`src/video_config.svh`:
```
// single clock domain; raster has no porches and the sizes are fixed at build time
`ifndef VIDEO_CONFIG_SVH
`define VIDEO_CONFIG_SVH

// rgb word, three 8 bit channels
`define VID_PIXEL_W 24

// log2 of words per fifo bank
`define VID_FIFO_AW 3

// horizontal raster, in clock cycles
`define VID_H_ACTIVE 8
`define VID_H_BLANK 4
`define VID_HSYNC_W 2

// vertical raster, in lines
`define VID_V_ACTIVE 4
`define VID_V_BLANK 2

// pixel count and raster counter width
`define VID_CNT_W 16

`endif

```
`src/video_pkg.sv`:
```
// pixel word is split evenly into red, green and blue; VID_PIXEL_W must be a multiple of 3
`include "video_config.svh"

package video_pkg;

  // one rgb pixel, red in the top byte
  typedef struct packed {
    logic [`VID_PIXEL_W/3-1:0] red;
    logic [`VID_PIXEL_W/3-1:0] green;
    logic [`VID_PIXEL_W/3-1:0] blue;
  } rgb_pixel_t;

  // test pattern command
  // each enable forces its channel to full scale
  // count is the number of pixels the pattern replaces
  typedef struct packed {
    logic                  red_en;
    logic                  green_en;
    logic                  blue_en;
    logic [`VID_CNT_W-1:0] count;
  } tp_cmd_t;

endpackage

```
`src/ping_pong_fifo.sv`:
```
// writer holds one i_wr_act bit at a time; words past o_wr_size in one bank are dropped
`timescale 1ns/1ps
`include "video_config.svh"

module ping_pong_fifo (
  input  logic                  clk,
  input  logic                  rst,

  // writer side, one bank at a time
  output logic [1:0]            o_wr_rdy,
  input  logic [1:0]            i_wr_act,
  input  logic                  i_wr_stb,
  input  video_pkg::rgb_pixel_t i_wr_data,
  output logic [`VID_FIFO_AW:0] o_wr_size,

  // reader side, bank granular
  output logic                  o_rd_rdy,
  input  logic                  i_rd_act,
  input  logic                  i_rd_stb,
  output logic [`VID_FIFO_AW:0] o_rd_size,
  output video_pkg::rgb_pixel_t o_rd_data
);

  localparam int DEPTH = 1 << `VID_FIFO_AW;

  typedef enum logic [1:0] {
    ST_EMPTY,
    ST_WRITING,
    ST_FULL,
    ST_READING
  } bank_state_t;

  bank_state_t             state [2];
  logic [`VID_FIFO_AW:0]   fill [2];
  logic [`VID_FIFO_AW-1:0] rd_ptr;
  // bank offered to the reader, always the oldest committed one
  logic                    rd_bank;
  video_pkg::rgb_pixel_t   mem [2][DEPTH];

  logic [1:0]              wr_en;
  logic [1:0]              commit;
  logic                    rd_claim;
  logic                    rd_release;

  // write strobe lands in the bank whose act bit is up
  // also accepted in the cycle act first rises
  always_comb begin
    for (int b = 0; b < 2; b++) begin
      wr_en[b]  = i_wr_act[b] && i_wr_stb &&
                  (state[b] == ST_EMPTY || state[b] == ST_WRITING) &&
                  (fill[b] < DEPTH);
      commit[b] = (state[b] == ST_WRITING) && !i_wr_act[b];
    end
  end

  assign rd_claim   = (state[rd_bank] == ST_FULL) && i_rd_act;
  assign rd_release = (state[rd_bank] == ST_READING) && !i_rd_act;

  always_ff @(posedge clk) begin
    if (rst) begin
      for (int b = 0; b < 2; b++) begin
        state[b] <= ST_EMPTY;
        fill[b]  <= '0;
      end
      rd_bank <= 1'b0;
    end else begin
      for (int b = 0; b < 2; b++) begin
        case (state[b])
          ST_EMPTY: begin
            if (i_wr_act[b]) begin
              state[b] <= ST_WRITING;
            end
          end
          ST_WRITING: begin
            // an empty commit just hands the bank back
            if (commit[b]) begin
              state[b] <= (fill[b] == 0) ? ST_EMPTY : ST_FULL;
            end
          end
          ST_FULL: begin
            if (rd_claim && (rd_bank == b[0])) begin
              state[b] <= ST_READING;
            end
          end
          default: begin
            if (rd_release && (rd_bank == b[0])) begin
              state[b] <= ST_EMPTY;
              fill[b]  <= '0;
            end
          end
        endcase

        if (wr_en[b]) begin
          fill[b] <= fill[b] + 1'b1;
        end

        // first committed bank becomes the read target
        // otherwise it waits behind the other one
        if (commit[b] && (fill[b] != 0) &&
            (state[1-b] != ST_FULL) && (state[1-b] != ST_READING)) begin
          rd_bank <= b[0];
        end
      end

      // done with this bank, the other one is next in line
      if (rd_release) begin
        rd_bank <= ~rd_bank;
      end
    end
  end

  // read pointer is shared, only one bank is read at a time
  // must sit at zero before the claim cycle, reader may strobe then
  always_ff @(posedge clk) begin
    if (rst || rd_release) begin
      rd_ptr <= '0;
    end else if (i_rd_stb) begin
      rd_ptr <= rd_ptr + 1'b1;
    end
  end

  // bank storage
  always_ff @(posedge clk) begin
    for (int b = 0; b < 2; b++) begin
      if (wr_en[b]) begin
        mem[b][fill[b][`VID_FIFO_AW-1:0]] <= i_wr_data;
      end
    end
  end

  always_comb begin
    for (int b = 0; b < 2; b++) begin
      o_wr_rdy[b] = (state[b] == ST_EMPTY);
    end
  end

  assign o_wr_size = (`VID_FIFO_AW+1)'(DEPTH);

  // show-ahead read port
  assign o_rd_rdy  = (state[rd_bank] == ST_FULL);
  assign o_rd_size = fill[rd_bank];
  assign o_rd_data = mem[rd_bank][rd_ptr];

endmodule

```
`src/pixel_reader.sv`:
```
// o_rd_stb is combinational from i_pix_stb; pattern commands are taken only while idle
`timescale 1ns/1ps
`include "video_config.svh"

module pixel_reader (
  input  logic                  clk,
  input  logic                  rst,

  // fifo read side
  input  logic                  i_rd_rdy,
  output logic                  o_rd_act,
  input  logic [`VID_FIFO_AW:0] i_rd_size,
  input  video_pkg::rgb_pixel_t i_rd_data,
  output logic                  o_rd_stb,

  // pixel link to the timing generator
  output video_pkg::rgb_pixel_t o_pix,
  output logic                  o_pix_rdy,
  input  logic                  i_pix_stb,

  // test pattern command
  input  logic                  i_tp_valid,
  input  video_pkg::tp_cmd_t    i_tp_cmd,
  output logic                  o_tp_busy
);

  logic [`VID_FIFO_AW:0]   rd_count;
  logic                    tp_active;
  logic [`VID_CNT_W-1:0]   tp_left;
  video_pkg::rgb_pixel_t   tp_pixel;
  logic                    idle;
  logic                    tp_accept;
  logic                    rd_load;

  // solid colour, full scale on enabled channels
  always_comb begin
    tp_pixel = '0;
    if (i_tp_cmd.red_en) begin
      tp_pixel.red = '1;
    end
    if (i_tp_cmd.green_en) begin
      tp_pixel.green = '1;
    end
    if (i_tp_cmd.blue_en) begin
      tp_pixel.blue = '1;
    end
  end

  // nothing claimed, nothing pending on the link
  assign idle      = !o_rd_act && !o_pix_rdy && !tp_active;
  assign o_tp_busy = !idle;
  // zero length command does nothing
  assign tp_accept = idle && i_tp_valid && (i_tp_cmd.count != 0);

  // fetch when the holding register is free or is being consumed now
  assign rd_load  = o_rd_act && !tp_active && (rd_count < i_rd_size) &&
                    (!o_pix_rdy || i_pix_stb);
  // strobe advances the fifo pointer on the same edge as the load
  assign o_rd_stb = rd_load;

  always_ff @(posedge clk) begin
    if (rst) begin
      o_rd_act  <= 1'b0;
      o_pix_rdy <= 1'b0;
      rd_count  <= '0;
      tp_active <= 1'b0;
      tp_left   <= '0;
    end else if (tp_accept) begin
      tp_active <= 1'b1;
      tp_left   <= i_tp_cmd.count;
      o_pix_rdy <= 1'b1;
    end else if (tp_active) begin
      // pattern mode, count consumed pixels down
      if (i_pix_stb) begin
        tp_left <= tp_left - 1'b1;
        if (tp_left == 1) begin
          tp_active <= 1'b0;
          o_pix_rdy <= 1'b0;
        end
      end
    end else begin
      // claim a bank, may overlap the last pixel of the previous one
      if (!o_rd_act && i_rd_rdy) begin
        o_rd_act <= 1'b1;
        rd_count <= '0;
      end

      if (rd_load) begin
        rd_count  <= rd_count + 1'b1;
        o_pix_rdy <= 1'b1;
        // last word taken, free the bank right away
        if (rd_count + 1'b1 == i_rd_size) begin
          o_rd_act <= 1'b0;
        end
      end else if (i_pix_stb) begin
        o_pix_rdy <= 1'b0;
      end
    end
  end

  // held pixel
  always_ff @(posedge clk) begin
    if (tp_accept) begin
      o_pix <= tp_pixel;
    end else if (rd_load) begin
      o_pix <= i_rd_data;
    end
  end

endmodule

```
`src/video_out_top.sv`:
```
// whole path on clk; pixel latency from a committed bank depends on raster position
`timescale 1ns/1ps
`include "video_config.svh"

module video_out_top (
  input  logic                  clk,
  input  logic                  rst,

  // writer side of the fifo
  output logic [1:0]            o_wr_rdy,
  input  logic [1:0]            i_wr_act,
  input  logic                  i_wr_stb,
  input  video_pkg::rgb_pixel_t i_wr_data,
  output logic [`VID_FIFO_AW:0] o_wr_size,

  // test pattern
  input  logic                  i_tp_valid,
  input  video_pkg::tp_cmd_t    i_tp_cmd,
  output logic                  o_tp_busy,

  // video out
  output video_pkg::rgb_pixel_t o_pixel,
  output logic                  o_de,
  output logic                  o_hsync,
  output logic                  o_vsync,
  output logic                  o_underflow
);

  // fifo to reader
  logic                  rd_rdy;
  logic                  rd_act;
  logic                  rd_stb;
  logic [`VID_FIFO_AW:0] rd_size;
  video_pkg::rgb_pixel_t rd_data;

  // reader to timing
  video_pkg::rgb_pixel_t pix;
  logic                  pix_rdy;
  logic                  pix_stb;

  ping_pong_fifo ping_pong_fifo_inst (
    .clk       (clk),
    .rst       (rst),
    .o_wr_rdy  (o_wr_rdy),
    .i_wr_act  (i_wr_act),
    .i_wr_stb  (i_wr_stb),
    .i_wr_data (i_wr_data),
    .o_wr_size (o_wr_size),
    .o_rd_rdy  (rd_rdy),
    .i_rd_act  (rd_act),
    .i_rd_stb  (rd_stb),
    .o_rd_size (rd_size),
    .o_rd_data (rd_data)
  );

  pixel_reader pixel_reader_inst (
    .clk        (clk),
    .rst        (rst),
    .i_rd_rdy   (rd_rdy),
    .o_rd_act   (rd_act),
    .i_rd_size  (rd_size),
    .i_rd_data  (rd_data),
    .o_rd_stb   (rd_stb),
    .o_pix      (pix),
    .o_pix_rdy  (pix_rdy),
    .i_pix_stb  (pix_stb),
    .i_tp_valid (i_tp_valid),
    .i_tp_cmd   (i_tp_cmd),
    .o_tp_busy  (o_tp_busy)
  );

  video_timing_gen video_timing_gen_inst (
    .clk         (clk),
    .rst         (rst),
    .i_pix       (pix),
    .i_pix_rdy   (pix_rdy),
    .o_pix_stb   (pix_stb),
    .o_pixel     (o_pixel),
    .o_de        (o_de),
    .o_hsync     (o_hsync),
    .o_vsync     (o_vsync),
    .o_underflow (o_underflow)
  );

endmodule

```
`src/video_timing_gen.sv`:
```
// one raster position per clock, no porches; sync outputs are active high
`timescale 1ns/1ps
`include "video_config.svh"

module video_timing_gen (
  input  logic                  clk,
  input  logic                  rst,

  // pixel link
  input  video_pkg::rgb_pixel_t i_pix,
  input  logic                  i_pix_rdy,
  output logic                  o_pix_stb,

  // video out, all registered
  output video_pkg::rgb_pixel_t o_pixel,
  output logic                  o_de,
  output logic                  o_hsync,
  output logic                  o_vsync,

  // sticky until next frame start
  output logic                  o_underflow
);

  localparam int H_TOTAL = `VID_H_ACTIVE + `VID_H_BLANK;
  localparam int V_TOTAL = `VID_V_ACTIVE + `VID_V_BLANK;

  logic [`VID_CNT_W-1:0] h_cnt;
  logic [`VID_CNT_W-1:0] v_cnt;
  logic                  line_end;
  logic                  active;
  logic                  hsync_pos;
  logic                  frame_start;
  logic                  starve;

  assign line_end    = (h_cnt == H_TOTAL - 1);
  assign active      = (h_cnt < `VID_H_ACTIVE) && (v_cnt < `VID_V_ACTIVE);
  // hsync right at the start of horizontal blank
  assign hsync_pos   = (h_cnt >= `VID_H_ACTIVE) &&
                       (h_cnt < `VID_H_ACTIVE + `VID_HSYNC_W);
  assign frame_start = (h_cnt == 0) && (v_cnt == 0);
  // active position and the reader has nothing
  assign starve      = active && !i_pix_rdy;

  // pull one pixel per served active position
  assign o_pix_stb = active && i_pix_rdy;

  // raster counters
  always_ff @(posedge clk) begin
    if (rst) begin
      h_cnt <= '0;
      v_cnt <= '0;
    end else if (line_end) begin
      h_cnt <= '0;
      if (v_cnt == V_TOTAL - 1) begin
        v_cnt <= '0;
      end else begin
        v_cnt <= v_cnt + 1'b1;
      end
    end else begin
      h_cnt <= h_cnt + 1'b1;
    end
  end

  always_ff @(posedge clk) begin
    if (rst) begin
      o_de        <= 1'b0;
      o_hsync     <= 1'b0;
      o_vsync     <= 1'b0;
      o_underflow <= 1'b0;
    end else begin
      o_de    <= active;
      o_hsync <= hsync_pos;
      // vertical blank lines
      o_vsync <= (v_cnt >= `VID_V_ACTIVE);
      // frame start clears, a starve at that same position still sets
      o_underflow <= (o_underflow && !frame_start) || starve;
    end
  end

  // black on blank and on starved positions
  always_ff @(posedge clk) begin
    if (o_pix_stb) begin
      o_pixel <= i_pix;
    end else begin
      o_pixel <= '0;
    end
  end

endmodule
```
`config.mk`:
```
export PLATFORM = sky130hd
export DESIGN_NAME = video_out_top
export DESIGN_NICKNAME = d
export VERILOG_FILES = /design/src/video_pkg.sv /design/src/ping_pong_fifo.sv /design/src/pixel_reader.sv /design/src/video_out_top.sv /design/src/video_timing_gen.sv
export VERILOG_INCLUDE_DIRS = /design/src
export SDC_FILE = /design/constraint.sdc
export NUM_CORES = 1
export LEC_CHECK = 0
export ABC_AREA = 1
export BUFFER_PORTS_ARGS = -buffer_cell sky130_fd_sc_hd__buf_2
export CAP_MARGIN = 20
export CORE_UTILIZATION = 50
export DETAILED_ROUTE_END_ITERATION = 10
export PLACE_DENSITY = 0.77
export SYNTH_ARGS = -nofsm -noshare
export SYNTH_HDL_FRONTEND = slang
export SYNTH_SLANG_ARGS = --single-unit
export TNS_END_PERCENT = 10
```
`constraint.sdc`:
```
create_clock -name clk -period 5.5 [get_ports clk]
set_input_delay 1.1 -clock clk [delete_from_list [all_inputs] [get_ports clk]]
set_output_delay 1.1 -clock clk [all_outputs]
set_load 0.02 [all_outputs]
```
# Word level (Yosys, flattened, before mapping)

Memory sizes are Yosys's and may differ from the RTL's. A register that Yosys moved wholly into a read port is not among the register bits.
Cells that the tools add are included.

Eq/ne operators: 16
Reduce and logical (&&, ||, !) cells: 70
Magnitude comparators: 13
Muxes and demuxes: 96
Add/subtract/negate cells: 7
Bitwise logic cells: 18

Operator list:

| kind                    | count |
|---|---|
| $mux W192               | 2 |
| $demux W24 S3           | 2 |
| $mux W24                | 6 |
| $bmux W24 S3            | 1 |
| $mux W16                | 4 |
| $mux W1                 | 62 |
| $logic_and A1 B1 Y1     | 36 |
| $add A16 B1 Y16 const B | 2 |
| $logic_not A16 Y1       | 2 |
| $lt A16 B4 Y1 const B   | 2 |
| $mux W4                 | 6 |
| $mux W8                 | 3 |
| $mux W2                 | 10 |
| $eq A16 B1 Y1 const B   | 1 |
| $eq A16 B3 Y1 const B   | 1 |
| $eq A16 B4 Y1 const B   | 1 |
| $ge A16 B3 Y1 const B   | 1 |
| $ge A16 B4 Y1 const B   | 1 |
| $lt A16 B3 Y1 const B   | 1 |
| $reduce_bool A16 Y1     | 1 |
| $sub A16 B1 Y16 const B | 1 |
| $add A4 B1 Y4 const B   | 3 |
| $ge A4 B4 Y1 const B    | 3 |
| $not A3 Y4              | 3 |
| 23 further kinds        | 65 |

Memory bits (writable): 396
Register bits: 111
Memories: 3
Input bits: 49

Memory list:

| memory                    | words | width | rd ports | clocked after Yosys merged registers in | wr ports | line                 | RTL |
|---|---|---|---|---|---|---|---|
| ping_pong_fifo_inst.mem   | 2     | 192   | 1        | 1                                       | 2        | ping_pong_fifo.sv:38 | `video_pkg::rgb_pixel_t mem [2][DEPTH];` |
| ping_pong_fifo_inst.fill  | 2     | 4     | 3        | 1                                       | 2        | ping_pong_fifo.sv:34 | `` logic [`VID_FIFO_AW:0] fill [2]; `` |
| ping_pong_fifo_inst.state | 2     | 2     | 3        | 1                                       | 2        | ping_pong_fifo.sv:33 | `bank_state_t state [2];` |

# Longest topological paths before layout

An unclocked memory read counts as a cell.

Word-level depth: 11
Mapped depth: 15
Depth with buffers taken out: 12

# Modules after synthesis

From an unflattened synthesis, not the netlist that was laid out.

Cell total of the unflattened synthesis: 2,054
Area total of the unflattened synthesis: 21,929.8 um2

By module, submodules not included:

| module           | times used | cells an instance | sequential area each (um2) | area an instance (um2) |
|---|---|---|---|---|
| ping_pong_fifo   | 1          | 1,281             | 11,991.5                   | 16,208.0 |
| video_timing_gen | 1          | 398               | 1,201.2                    | 3,022.9 |
| pixel_reader     | 1          | 375               | 1,181.1                    | 2,698.8 |

# Worst setup path before layout

No wires, ideal clock.

Path kind: in2reg
Start point: input port i_wr_act[1]
End point: memory ping_pong_fifo_inst.mem[1][24] in the netlist's numbering (enable)
Data required time: 5.065 ns
Data arrival time: 3.443 ns
Setup slack: 1.622 ns
Stages on the path: 4
Path buffers: 0
Cell sequence: inv_1 nor4_1 nand2_1 nor3_1

RTL lines:

| element     | line                 | RTL |
|---|---|---|
| from (decl) | video_out_top.sv:11  | `input logic [1:0] i_wr_act,` |
| to (decl)   | ping_pong_fifo.sv:38 |  |

==> flow_summary.yaml <==
status:
  status: "finished, final reports clean"
sta:
  fmax_mhz: 260
  setup_viol: 0
  finalCritPeriodShare_pct: 69.8
  hold_violations: 0
  drv_slew: 0
  tightest_slew_ps: 1000
  finClkSkew_ps: 28.6
  rsz0062_at_grt: "no"
  tns_ps: 0
  finalCriticalPeriod_ps: 3840
  setup_slack_ps: 1660
  maxSlewHeadroom_pct: 33.1
routing:
  route.vias.total: 15154
  vias_per_cell: 5.68
  routed_wl_um: 50200
  ant_nets: 0
  wire_per_inst_um: 18.8
  drt_iter0_markers: 1671
  drc_errors: 0
  drtPass1Iterations: 5
run:
  drv_cap: 0
critical_path:
  cp-end-kind: "flip-flop"
  startpoint_type: "flip-flop"
  critical-path-slowest-cell: "nand2_1"
  path_class: "reg2reg"
  cp_max_fo: 76
  crit_arrival_ps: 4040
  slowest_delay_ps: 720
  crit_chain: "buf_4 > nand2_1 > o21ai_0 > ha_1 > inv_1 > a21oi_1 > o21ai_0 > nor2_1 > nand2_2 > nand2_1"
  critPathRequiredTime_ps: 5700
die:
  die_y_um: 210
  core_um2: 42200
  num_io_pins: 84
  die_x_um: 210
  rows: 75
  start_util_pct: 51.1
  dieArea_um2: 44000
power_and_ir_drop:
  p_leak_nw: 8.96
  irDropWorstVdd_mv: 0.248
  power_density_nw_per_um2: 377
clock_network:
  clkSlewWorstSetupHoldPaths_ps: 60
  postCtsSetupBuffers: 0
  cts_max_level: 2
  hold_buffers: 0
  clk_latency_ps: 600
  cts_buffers: 51
  cts-root-buf: "clkbuf_16"
  cts.sinks: 508
  post_cts_resized: 0
  cts_tree: "built"
  cts_buffer_depth: 3
global_route:
  grt_antenna_before_repair: 3
  grt_max_degree: 77
  overflow: 0
  grt_pass1_vias: 14161
  grt_pass1_wl_um: 77000
  grt_usage_pct: 22.7
placement:
  dp_hpwl_um: 28600
  place_inst: 2575
  place_congestion: 0.861
  place_ws_ps: 1620
  portBuffers: 79
synthesis:
  synthFlopType: "edfxtp_1"
  synthCells: 2033
  synth_seq_cells: 508
  synth_area_um2: 21600
  synth.avg_cell_area_um2: 10.6
  synth_edf_count: 420
  synth_top_area_share_pct: 58.5
  ys_warn_count: 0
  ys_types: 44
  ys_async_sr_fraction_pct: 0
  yosys.area.top_type: "edfxtp_1"
  yosysSeqAreaShare_pct: 66.6
  synthTopCellsByArea: "edfxtp_1 (58%), dfxtp_1 (8.2%), nand2_1 (7.3%), nor2_1 (5.6%), o21ai_0 (3.3%)"
hold_path:
  hold_class: "reg2reg"
final_layout:
  fin_cells: 2670
  drive_above_1_share_pct: 10.6
  syn2layout_area_growth_pct: 11.0
  nNetsFinal: 2156
-- registers in the layout, summed over array words and instances, names as in the netlist, named ones only --
signal	flops
ping_pong_fifo_inst.fill	8
pixel_reader_inst.o_pix_rdy	1
ping_pong_fifo_inst.state	4
ping_pong_fifo_inst.rd_ptr	3
video_timing_gen_inst.o_underflow	1
pixel_reader_inst.rd_count	4
video_timing_gen_inst.o_hsync	1
pixel_reader_inst.tp_active	1
video_timing_gen_inst.v_cnt	16
pixel_reader_inst.o_rd_act	1
pixel_reader_inst.o_pix	24
pixel_reader_inst.tp_left	16
video_timing_gen_inst.o_de	1
video_timing_gen_inst.o_vsync	1
ping_pong_fifo_inst.mem	384
video_timing_gen_inst.o_pixel	24
ping_pong_fifo_inst.rd_bank	1
video_timing_gen_inst.h_cnt	16
-- worst paths after layout --
path	start	slack [ps]	end	cells past startpoint
hold / removal	pixel_reader_inst.o_pix[7]$_DFFE_PP_	460	video_timing_gen_inst.o_pixel[7]$_SDFF_PN0_	2
setup reg to reg	flip-flop	1660	pixel_reader_inst.o_pix[21]$_DFFE_PP_	10
setup / recovery	flip-flop	1660	pixel_reader_inst.o_pix[21]$_DFFE_PP_	10
hold reg to reg	pixel_reader_inst.o_pix[7]$_DFFE_PP_	460	video_timing_gen_inst.o_pixel[7]$_SDFF_PN0_	2
-- critical path, delay by kind of cell, from the launching register on --
family	cells	cell delay, ps
flops	1	710
compound gates	3	350
buf+inv	2	720
fa+ha+maj	1	180
simple gates	4	1440
-- cells in the mapped netlist (9+ instances only) --
| cell | n |
|---|---|
| a21oi_1 | 83 |
| buf_2 | 33 |
| buf_4 | 18 |
| clkbuf_1 | 37 |
| dfxtp_1 | 88 |
| edfxtp_1 | 420 |
| ha_1 | 17 |
| inv_1 | 116 |
| nand2_1 | 420 |
| nand2_2 | 12 |
| nand3_1 | 133 |
| nand4_1 | 15 |
| nor2_1 | 320 |
| nor3_1 | 19 |
| o211ai_1 | 25 |
| o21ai_0 | 144 |
| o221ai_1 | 24 |
| o31ai_1 | 24 |
| xor2_1 | 9 |
-- through the flow --
step,total power [mW],hold WS [ps],utilization [%],area [um^2]
2_1_floorplan,5.42,439,-,21600
3_3_place_gp,5.70,456,52.9,22300
3_5_place_dp,5.74,451,52.9,22300
4_1_cts,9.06,466,56.7,23900
5_1_grt,9.39,497,56.7,24000
6_report,9.03,461,56.7,24000
-- logic make-up after synthesis --
| family | Yosys count | synth area share, % |
|---|---|---|
| other | 2 | 0.0348 |
| AO/OA/AOI/OAI | 319 | 8.61 |
| XOR/XNOR | 16 | 0.649 |
| AND/OR/NAND/NOR | 948 | 18.4 |
| adder cells (fa/ha/maj) | 17 | 0.986 |
| buffers and inverters | 223 | 4.74 |
| flip-flops | 508 | 66.6 |
-- cell usage in the layout (no fill, tap or decap), types with 13 or more instances in the layout --
cell type	instances
clkbuf_1	15
o221ai_1	24
o31ai_1	24
nor2_1	308
clkbuf_16	51
edfxtp_1	420
clkinv_1	13
ha_1	17
buf_4	24
nor3_1	15
inv_1	116
nand3_1	133
a21oi_1	83
o21ai_0	144
nand4_1	15
buf_2	79
o211ai_1	25
nand2_1	420
dfxtp_1	85
-- per-layer routing --
layer | part of all wire (%) | wire [um] | vias up | GRT usage, %
met4 | 2.3 | 1140 | 2 | 6.80
li1 | - | - | 7130 | -
met1 | 42 | 20900 | 7168 | 31.1
met5 | 0.026 | 13 | - | 0
met2 | 47 | 23700 | 751 | 36.9
met3 | 8.9 | 4450 | 103 | 4.10
-- where the power goes --
part / internal [mW] / total [mW] / switching, mW
combinational: 0.368 / 1.26 / 0.887
sequential: 4.33 / 4.42 / 0.0957
clock: 1.92 / 3.35 / 1.42
-- area by class of cell --
| type | count | area (um^2) |
|---|---|---|
| well taps | 539 | 674 |
| clock buffers | 68 | 1360 |
| multi-input cells | 1304 | 6250 |
| repair buffers | 104 | 603 |
| diodes | 1 | 2.50 |
| flip-flops and latches | 508 | 14400 |
| fillers | 3401 | 18300 |
| inverters | 121 | 457 |
| clock inverters | 25 | 234 |
Power figures use the tool's default switching activity.
